File: src/include/wb_cfg.svh
// ====================
// wb config: bus widths and response timeout
// for the two-master connection matrix.
// ====================

`ifndef WB_CFG_SVH
`define WB_CFG_SVH

// address bus width.
`define WB_ADR_W 16

// data bus width.
`define WB_DAT_W 32

// waiting cycles before a strobe ends with err.
`define WB_TIMEOUT 16

`endif

File: src/design/wb_pkg.sv
// ====================
// wb package: arbiter states, slave select
// and cycle response types.
// ====================

package wb_pkg;

   // owner of the shared bus.
   typedef enum logic [1:0] {
      ARB_IDLE   = 2'b00,
      ARB_GRANT0 = 2'b01,
      ARB_GRANT1 = 2'b10
   } arb_state_e;

   // address decode result.
   typedef enum logic [1:0] {
      SEL_S0   = 2'b00,
      SEL_S1   = 2'b01,
      SEL_NONE = 2'b10
   } slave_sel_e;

   // outcome of one bus cycle.
   typedef enum logic {
      RESP_OK  = 1'b0,
      RESP_ERR = 1'b1
   } wb_resp_e;

   // upper address bits to slave select; 1x is unmapped.
   function automatic slave_sel_e wb_decode(input logic [1:0] region);
      case (region)
         2'b00:   return SEL_S0;
         2'b01:   return SEL_S1;
         default: return SEL_NONE;
      endcase
   endfunction

endpackage : wb_pkg

File: src/design/wb_bus_if.sv
// ====================
// wb bus interface: one wishbone bus with
// master and slave views.
// ====================

`include "wb_cfg.svh"

interface wb_bus_if;

   logic                 cyc;    // bus cycle in progress.
   logic                 stb;    // transfer strobe.
   logic                 we;     // write enable.
   logic [`WB_ADR_W-1:0] adr;    // byte address.
   logic [`WB_DAT_W-1:0] dat_w;  // master to slave data.
   logic [`WB_DAT_W-1:0] dat_r;  // slave to master data.
   logic                 ack;    // normal termination.
   logic                 err;    // error termination.

   // drives the request, samples the response.
   modport master (
      output cyc,
      output stb,
      output we,
      output adr,
      output dat_w,
      input  dat_r,
      input  ack,
      input  err
   );

   // mirror of the master view.
   modport slave (
      input  cyc,
      input  stb,
      input  we,
      input  adr,
      input  dat_w,
      output dat_r,
      output ack,
      output err
   );

endinterface : wb_bus_if

File: src/design/wb_arbiter_fsm.sv
// ====================
// wb arbiter: round-robin grant of the shared
// bus between two masters, registered grant.
// ====================

module wb_arbiter_fsm (
   input  logic                clk,
   input  logic                rst_n,
   input  logic                m0_cyc,
   input  logic                m1_cyc,
   output wb_pkg::arb_state_e  state
);

   import wb_pkg::*;

   arb_state_e state_next;
   logic       last_m1;       // set when master 1 was served last.

   always_comb begin
      state_next = state;
      case (state)
         ARB_IDLE: begin
            if (m0_cyc && m1_cyc) begin
               state_next = last_m1 ? ARB_GRANT0 : ARB_GRANT1;
            end else if (m0_cyc) begin
               state_next = ARB_GRANT0;
            end else if (m1_cyc) begin
               state_next = ARB_GRANT1;
            end
         end
         ARB_GRANT0: begin
            if (!m0_cyc) begin
               state_next = ARB_IDLE;  // release on the next edge.
            end
         end
         ARB_GRANT1: begin
            if (!m1_cyc) begin
               state_next = ARB_IDLE;
            end
         end
         default: state_next = ARB_IDLE;
      endcase
   end

   always_ff @(posedge clk or negedge rst_n) begin
      if (!rst_n) begin
         state   <= ARB_IDLE;
         last_m1 <= 1'b0;          // master 0 counts as served last.
      end else begin
         state <= state_next;
         if (state == ARB_IDLE && state_next == ARB_GRANT0) begin
            last_m1 <= 1'b0;
         end else if (state == ARB_IDLE && state_next == ARB_GRANT1) begin
            last_m1 <= 1'b1;
         end
      end
   end

endmodule : wb_arbiter_fsm

File: src/design/wb_ack_timer.sv
// ====================
// wb ack timer: counts unanswered strobe cycles
// and flags expiry at the timeout limit.
// ====================

`include "wb_cfg.svh"

module wb_ack_timer (
   input  logic clk,
   input  logic rst_n,
   input  logic stb,
   input  logic ack,
   input  logic err,
   output logic expire
);

   localparam int CNT_W = $clog2(`WB_TIMEOUT + 1);
   localparam logic [CNT_W-1:0] CNT_MAX = CNT_W'(`WB_TIMEOUT);

   logic [CNT_W-1:0] wait_cnt;

   always_ff @(posedge clk or negedge rst_n) begin
      if (!rst_n) begin
         wait_cnt <= '0;
      end else if (!stb || ack || err) begin
         wait_cnt <= '0;               // idle or answered.
      end else if (wait_cnt != CNT_MAX) begin
         wait_cnt <= wait_cnt + 1'b1;  // saturates at the limit.
      end
   end

   assign expire = (wait_cnt == CNT_MAX);

   // the master must still be strobing when the limit is hit.
   a_expire_stb: assert property (@(posedge clk) disable iff (!rst_n)
      expire |-> stb)
      else $error("timer expired without an active strobe");

endmodule : wb_ack_timer

File: src/design/wb_master_mux.sv
// ====================
// wb master mux: granted master's request onto
// the shared bus, response back to it only.
// ====================

`include "wb_cfg.svh"

module wb_master_mux (
   input  wb_pkg::arb_state_e    state,
   input  logic                  m0_cyc,
   input  logic                  m0_stb,
   input  logic                  m0_we,
   input  logic [`WB_ADR_W-1:0]  m0_adr,
   input  logic [`WB_DAT_W-1:0]  m0_dat_w,
   output logic [`WB_DAT_W-1:0]  m0_dat_r,
   output logic                  m0_ack,
   output logic                  m0_err,
   input  logic                  m1_cyc,
   input  logic                  m1_stb,
   input  logic                  m1_we,
   input  logic [`WB_ADR_W-1:0]  m1_adr,
   input  logic [`WB_DAT_W-1:0]  m1_dat_w,
   output logic [`WB_DAT_W-1:0]  m1_dat_r,
   output logic                  m1_ack,
   output logic                  m1_err,
   wb_bus_if.master              bus
);

   import wb_pkg::*;

   always_comb begin
      bus.cyc   = 1'b0;
      bus.stb   = 1'b0;
      bus.we    = 1'b0;
      bus.adr   = '0;
      bus.dat_w = '0;
      m0_dat_r  = '0;
      m0_ack    = 1'b0;
      m0_err    = 1'b0;
      m1_dat_r  = '0;
      m1_ack    = 1'b0;
      m1_err    = 1'b0;
      case (state)
         ARB_GRANT0: begin
            bus.cyc   = m0_cyc;
            bus.stb   = m0_stb;
            bus.we    = m0_we;
            bus.adr   = m0_adr;
            bus.dat_w = m0_dat_w;
            m0_dat_r  = bus.dat_r;
            m0_ack    = bus.ack;
            m0_err    = bus.err;
         end
         ARB_GRANT1: begin
            bus.cyc   = m1_cyc;
            bus.stb   = m1_stb;
            bus.we    = m1_we;
            bus.adr   = m1_adr;
            bus.dat_w = m1_dat_w;
            m1_dat_r  = bus.dat_r;
            m1_ack    = bus.ack;
            m1_err    = bus.err;
         end
         default: ;  // idle bus, both masters wait.
      endcase
   end

endmodule : wb_master_mux

File: src/design/wb_slave_decoder.sv
// ====================
// wb slave decoder: address decode to one slave,
// response mux with decode and timeout errors.
// ====================

`include "wb_cfg.svh"

module wb_slave_decoder (
   wb_bus_if.slave               bus,
   input  logic                  expire,
   output logic                  s0_cyc,
   output logic                  s0_stb,
   output logic                  s0_we,
   output logic [`WB_ADR_W-1:0]  s0_adr,
   output logic [`WB_DAT_W-1:0]  s0_dat_w,
   input  logic [`WB_DAT_W-1:0]  s0_dat_r,
   input  logic                  s0_ack,
   input  logic                  s0_err,
   output logic                  s1_cyc,
   output logic                  s1_stb,
   output logic                  s1_we,
   output logic [`WB_ADR_W-1:0]  s1_adr,
   output logic [`WB_DAT_W-1:0]  s1_dat_w,
   input  logic [`WB_DAT_W-1:0]  s1_dat_r,
   input  logic                  s1_ack,
   input  logic                  s1_err
);

   import wb_pkg::*;

   slave_sel_e sel;
   wb_resp_e   resp;
   logic       slv_ack;
   logic       slv_err;
   logic       resp_vld;

   assign sel = wb_decode(bus.adr[`WB_ADR_W-1 -: 2]);

   // request side, strobe only the decoded slave.
   always_comb begin
      s0_cyc = bus.cyc && (sel == SEL_S0);
      s0_stb = bus.stb && (sel == SEL_S0);
      s1_cyc = bus.cyc && (sel == SEL_S1);
      s1_stb = bus.stb && (sel == SEL_S1);
   end

   assign s0_we    = bus.we;
   assign s0_adr   = bus.adr;
   assign s0_dat_w = bus.dat_w;
   assign s1_we    = bus.we;
   assign s1_adr   = bus.adr;
   assign s1_dat_w = bus.dat_w;

   always_comb begin
      case (sel)
         SEL_S0: begin
            bus.dat_r = s0_dat_r;
            slv_ack   = s0_ack;
            slv_err   = s0_err;
         end
         SEL_S1: begin
            bus.dat_r = s1_dat_r;
            slv_ack   = s1_ack;
            slv_err   = s1_err;
         end
         default: begin
            bus.dat_r = '0;
            slv_ack   = 1'b0;
            slv_err   = bus.stb;  // unmapped, error at once.
         end
      endcase
   end

   // a timeout overrides a late ack in the same cycle.
   assign resp_vld = slv_ack || slv_err || expire;
   assign resp     = (slv_err || expire) ? RESP_ERR : RESP_OK;
   assign bus.ack  = resp_vld && (resp == RESP_OK);
   assign bus.err  = resp_vld && (resp == RESP_ERR);

endmodule : wb_slave_decoder

File: src/design/wb_conmax_lite.sv
// ====================
// wb conmax lite: two masters share one bus
// to two slaves, with timeout errors.
// ====================

`include "wb_cfg.svh"

module wb_conmax_lite (
   input  logic                  clk,
   input  logic                  rst_n,
   input  logic                  m0_cyc,
   input  logic                  m0_stb,
   input  logic                  m0_we,
   input  logic [`WB_ADR_W-1:0]  m0_adr,
   input  logic [`WB_DAT_W-1:0]  m0_dat_w,
   output logic [`WB_DAT_W-1:0]  m0_dat_r,
   output logic                  m0_ack,
   output logic                  m0_err,
   input  logic                  m1_cyc,
   input  logic                  m1_stb,
   input  logic                  m1_we,
   input  logic [`WB_ADR_W-1:0]  m1_adr,
   input  logic [`WB_DAT_W-1:0]  m1_dat_w,
   output logic [`WB_DAT_W-1:0]  m1_dat_r,
   output logic                  m1_ack,
   output logic                  m1_err,
   output logic                  s0_cyc,
   output logic                  s0_stb,
   output logic                  s0_we,
   output logic [`WB_ADR_W-1:0]  s0_adr,
   output logic [`WB_DAT_W-1:0]  s0_dat_w,
   input  logic [`WB_DAT_W-1:0]  s0_dat_r,
   input  logic                  s0_ack,
   input  logic                  s0_err,
   output logic                  s1_cyc,
   output logic                  s1_stb,
   output logic                  s1_we,
   output logic [`WB_ADR_W-1:0]  s1_adr,
   output logic [`WB_DAT_W-1:0]  s1_dat_w,
   input  logic [`WB_DAT_W-1:0]  s1_dat_r,
   input  logic                  s1_ack,
   input  logic                  s1_err
);

   import wb_pkg::*;

   arb_state_e arb_state;  // current bus owner.
   logic       expire;     // selected slave timed out.

   wb_bus_if shared_bus ();

   wb_arbiter_fsm u_arbiter (
      .clk    (clk),
      .rst_n  (rst_n),
      .m0_cyc (m0_cyc),
      .m1_cyc (m1_cyc),
      .state  (arb_state)
   );

   // the timer sees the final response, including its own err.
   wb_ack_timer u_timer (
      .clk    (clk),
      .rst_n  (rst_n),
      .stb    (shared_bus.stb),
      .ack    (shared_bus.ack),
      .err    (shared_bus.err),
      .expire (expire)
   );

   wb_master_mux u_mmux (
      .state    (arb_state),
      .m0_cyc   (m0_cyc),
      .m0_stb   (m0_stb),
      .m0_we    (m0_we),
      .m0_adr   (m0_adr),
      .m0_dat_w (m0_dat_w),
      .m0_dat_r (m0_dat_r),
      .m0_ack   (m0_ack),
      .m0_err   (m0_err),
      .m1_cyc   (m1_cyc),
      .m1_stb   (m1_stb),
      .m1_we    (m1_we),
      .m1_adr   (m1_adr),
      .m1_dat_w (m1_dat_w),
      .m1_dat_r (m1_dat_r),
      .m1_ack   (m1_ack),
      .m1_err   (m1_err),
      .bus      (shared_bus.master)
   );

   wb_slave_decoder u_sdec (
      .bus      (shared_bus.slave),
      .expire   (expire),
      .s0_cyc   (s0_cyc),
      .s0_stb   (s0_stb),
      .s0_we    (s0_we),
      .s0_adr   (s0_adr),
      .s0_dat_w (s0_dat_w),
      .s0_dat_r (s0_dat_r),
      .s0_ack   (s0_ack),
      .s0_err   (s0_err),
      .s1_cyc   (s1_cyc),
      .s1_stb   (s1_stb),
      .s1_we    (s1_we),
      .s1_adr   (s1_adr),
      .s1_dat_w (s1_dat_w),
      .s1_dat_r (s1_dat_r),
      .s1_ack   (s1_ack),
      .s1_err   (s1_err)
   );

endmodule : wb_conmax_lite

File: config.mk
export PLATFORM = sky130hd
export DESIGN_NAME = wb_conmax_lite
export DESIGN_NICKNAME = d
export VERILOG_FILES = /design/src/design/wb_pkg.sv /design/src/design/wb_bus_if.sv /design/src/design/wb_arbiter_fsm.sv /design/src/design/wb_ack_timer.sv /design/src/design/wb_master_mux.sv /design/src/design/wb_slave_decoder.sv /design/src/design/wb_conmax_lite.sv
export VERILOG_INCLUDE_DIRS = /design/src /design/src/include
export SDC_FILE = /design/constraint.sdc
export NUM_CORES = 1
export LEC_CHECK = 0
export BUFFER_PORTS_ARGS = -buffer_cell sky130_fd_sc_hd__buf_2
export CAP_MARGIN = 40
export CORE_AREA = 3 3 134 136
export CTS_CLUSTER_SIZE = 8
export DETAILED_ROUTE_END_ITERATION = 8
export DIE_AREA = 0 0 137 139
export HOLD_SLACK_MARGIN = 0.02
export MAX_ROUTING_LAYER = met4
export PLACE_DENSITY = 0.54
export SYNTH_ARGS = -nofsm -noshare
export SYNTH_HDL_FRONTEND = slang
export SYNTH_SLANG_ARGS = --single-unit
File: constraint.sdc
create_clock -name clk -period 3.55 [get_ports clk]
set_clock_uncertainty 0.2 [all_clocks]
set_input_delay 0.355 -clock clk [delete_from_list [all_inputs] [get_ports clk]]
set_output_delay 0.355 -clock clk [all_outputs]
set_load 0.05 [all_outputs]
==> results.json <==
{
  "status": "finished clean",
  "rows": 48,
  "r2r_end": "u_arbiter.last_m1",
  "cp.buffers_inverters": 2,
  "antenna_found_initial": 0,
  "synth_common_cells": "and2_1, nor2b_1, a22oi_1, buf_4, a22o_1",
  "io_pins": 342,
  "whs_ns": 0.2131,
  "stdcell_area_mm2": 0.004148,
  "crit_top_cell": "a22o_1",
  "synthSimpleGateAreaFrac_pct": 34.42,
  "die_w_um": 137,
  "power_frac_clock_pct": 4.4,
  "max_stage_delay_ns": 0.43,
  "synth-seq-cells": 8,
  "place.port_buffers": 341,
  "min_to": "u_arbiter.last_m1",
  "synth.distinct_cells": 35,
  "reg2reg_depth": 7,
  "post_dp_cell_area_mm2": 0.004063,
  "hold_path.class": "in -> reg",
  "grt_pass1_vias": 3386,
  "route.detailed.drc": 0,
  "seq_area_frac_synth_pct": 7.901,
  "drv_slew": 0,
  "syn_inst": 345,
  "die-area_mm2": 0.01904,
  "pwr-share-comb_pct": 92.6,
  "synth_area_mm2": 0.002534,
  "rr_startpoint": "u_arbiter.state[1]",
  "cp_cell_sequence": "ha_2 -> a22o_1 -> o21ai_4 -> buf_4 -> a22o_1 -> and2_1 -> buf_2",
  "area_growth_syn_to_layout_pct": 63.70,
  "dp_hpwl_um": 10480,
  "grt_setup_unrepaired": "no",
  "clockBufferDepth": 2,
  "start_util_pct": 14.85,
  "gp_congestion": 0.8182,
  "synth_xor_area_share_pct": 1.383,
  "max_freq_ghz": 0.3197,
  "yosys_warnings": 0,
  "switching_power_mw": 3.084,
  "first_pass_iters": 4,
  "core_mm2": 0.01706,
  "vias_per_cell": 4.202,
  "grt_use_total_pct": 11.74,
  "synth-compound-area-share_pct": 31.51,
  "cp_slowest_cell": "dfrtp_1",
  "finalWorstSetupSlack_ns": 0.4218,
  "power.internal_mw": 1.249,
  "dieHeight_um": 139,
  "yosys-top-cells-area": "and2_1, a22oi_1, buf_4",
  "path_class": "reg -> out",
  "hold_start": "m0_cyc",
  "place_ws_ns": 0.6681,
  "arrival_ns": 2.57,
  "irDropWorstVdd_mv": 0.4227,
  "clk_transition_reported_paths_ns": 0.04,
  "synth_mux_area_share_pct": 0.3951,
  "clock_tree.root_cell": "clkbuf_16",
  "grt_pass1_wl_um": 17710,
  "diodes": 0,
  "leakage_nw": 2.461,
  "hold_depth": 2,
  "setup_tns_ns": 0,
  "drt-total-wl_um": 12610,
  "avgSynthCellArea_um2": 7.344,
  "synth_top_family_by_area": "simple AND/OR/NAND/NOR gates",
  "cap_violations": 0,
  "crit_path_end_kind": "output pin",
  "synth_top_area_share_pct": 17.28,
  "synth_largest_area_cell": "and2_1",
  "reg2reg_setup_slack_ns": 1.22,
  "clk_latency_ns": 0.23,
  "tritoncts": "built",
  "hold_viol": 0,
  "grt_overflow_total": 0,
  "ant_nets": 0,
  "grt_max_degree": 49,
  "required_ns": 2.99,
  "num_vias": 3538,
  "finalNetCount": 797,
  "pwr_density_cell_mw_per_mm2": 1045,
  "max_slew_margin_pct": 72.08,
  "wl_per_cell_um": 14.97,
  "tightest_slew_ns": 0.4188,
  "synth_edf_count": 0,
  "p_seq_share_pct": 3.0,
  "period_minus_slack_ns": 3.128,
  "drive_above_1_share_pct": 57.70,
  "setup-violations-final": 0,
  "cp_top_family": "compound AO/OA/AOI/OAI gates",
  "syn-num-nets": 523,
  "numCtsBuffers": 3,
  "drt_iter0_drc": 141,
  "yosysMostFrequentCell": "and2_1",
  "ys.flop_type": "dfrtp_1",
  "synthArstFlopShare_pct": 100.0,
  "critPathMaxFanout": 30,
  "synthAdderAreaFrac_pct": 2.963,
  "cts_max_level": 1,
  "fin_crit_sh_pct": 88.12,
  "start_kind": "register",
  "clock_sinks": 8,
  "switching_share_pct": 71.18
}
## cell usage in the layout, fill, tap and decap left out, drive strengths merged
cell,Yosys,routed
a2111o,1,1
a211o,2,2
a211oi,2,2
a21boi,1,1
a21oi,2,2
a22o,36,36
a22oi,49,49
a31oi,1,1
and2,70,70
and3,4,4
and4,1,1
buf,66,349
clkbuf,15,3
dfrtp,8,8
dlygate4sd3,0,1
ha,6,6
inv,5,5
mux2i,1,1
nand2,3,3
nand3,3,3
nor2,1,1
nor2b,50,50
nor3,4,4
nor3b,2,2
nor4,1,1
nor4bb,1,1
o211ai,1,1
o21a,1,1
o21ai,3,3
o22ai,1,1
xnor2,2,2
xor2,2,2
## routing by layer
metal / vias up / global-route usage, % / routed length, um
met5: - / - / 0
met4: 0 / 2.311 / 155
met3: 11 / 1.742 / 1103
met2: 193 / 21.30 / 6197
met1: 1611 / 13.61 / 5151
li1: 1723 / - / -
## worst max path at each step
stage | from | end | slack [ns] | cells past startpoint
after floorplan | u_arbiter.state[0] | m0_ack | 0.21 | 6
after global placement | u_arbiter.state[1] | m0_dat_r[31] | 0.72 | 8
after detailed placement | u_arbiter.state[1] | m0_dat_r[31] | 0.67 | 8
after CTS | u_arbiter.state[0] | m0_dat_r[31] | 0.42 | 7
after global routing | u_arbiter.state[1] | m0_dat_r[31] | 0.26 | 8
final | u_arbiter.state[0] | m0_dat_r[31] | 0.42 | 7
## layout make-up
class / instances / area (um^2)
clock buffers: 3 / 75.07
inverters: 5 / 18.77
flip-flops and latches: 8 / 200.2
repair buffers: 350 / 1777
fillers: 1953 / 12910
multi-input cells: 251 / 1795
well taps: 225 / 281.5
## registers in the layout, indices dropped and copies added, names as in the netlist
register / flops
u_arbiter.state: 2
u_timer.wait_cnt: 5
u_arbiter.last_m1: 1
## stage by stage
| step | cells | utilization [%] | total power, mW |
|---|---|---|---|
| final | 842 | 24.32 | 4.333 |
| after global routing | 842 | 24.32 | 4.563 |
| after CTS | 842 | 24.32 | 4.360 |
| after detailed placement | 838 | 23.82 | 4.156 |
| after global placement | 838 | 23.82 | 4.153 |
| after floorplan | 345 | - | 3.492 |
## kinds of logic after synthesis
logic type / Yosys count
xor+xnor: 4
buf+inv: 86
mux: 1
compound gates: 100
flops: 8
simple gates: 140
fa+ha+maj: 6
## power groups by stage
stage	sequential [mW]	combinational, mW	clock [mW]
after floorplan	0.125	3.37	0
after global placement	0.129	4.02	0
after detailed placement	0.132	4.02	0
after CTS	0.130	4.03	0.196
after global routing	0.132	4.23	0.199
final	0.130	4.01	0.192
## repair_timing
| item | 4_1_cts | 5_1_grt |
|---|---|---|
| setup endpoints to repair | 0 | 0 |
| buffers inserted | 0 | 0 |
| resized for setup | 0 | 0 |
| hold buffers | 1 | 0 |
| hold endpoints to repair | 8 | 0 |
No activity file was read; power rests on OpenSTA's default activity.
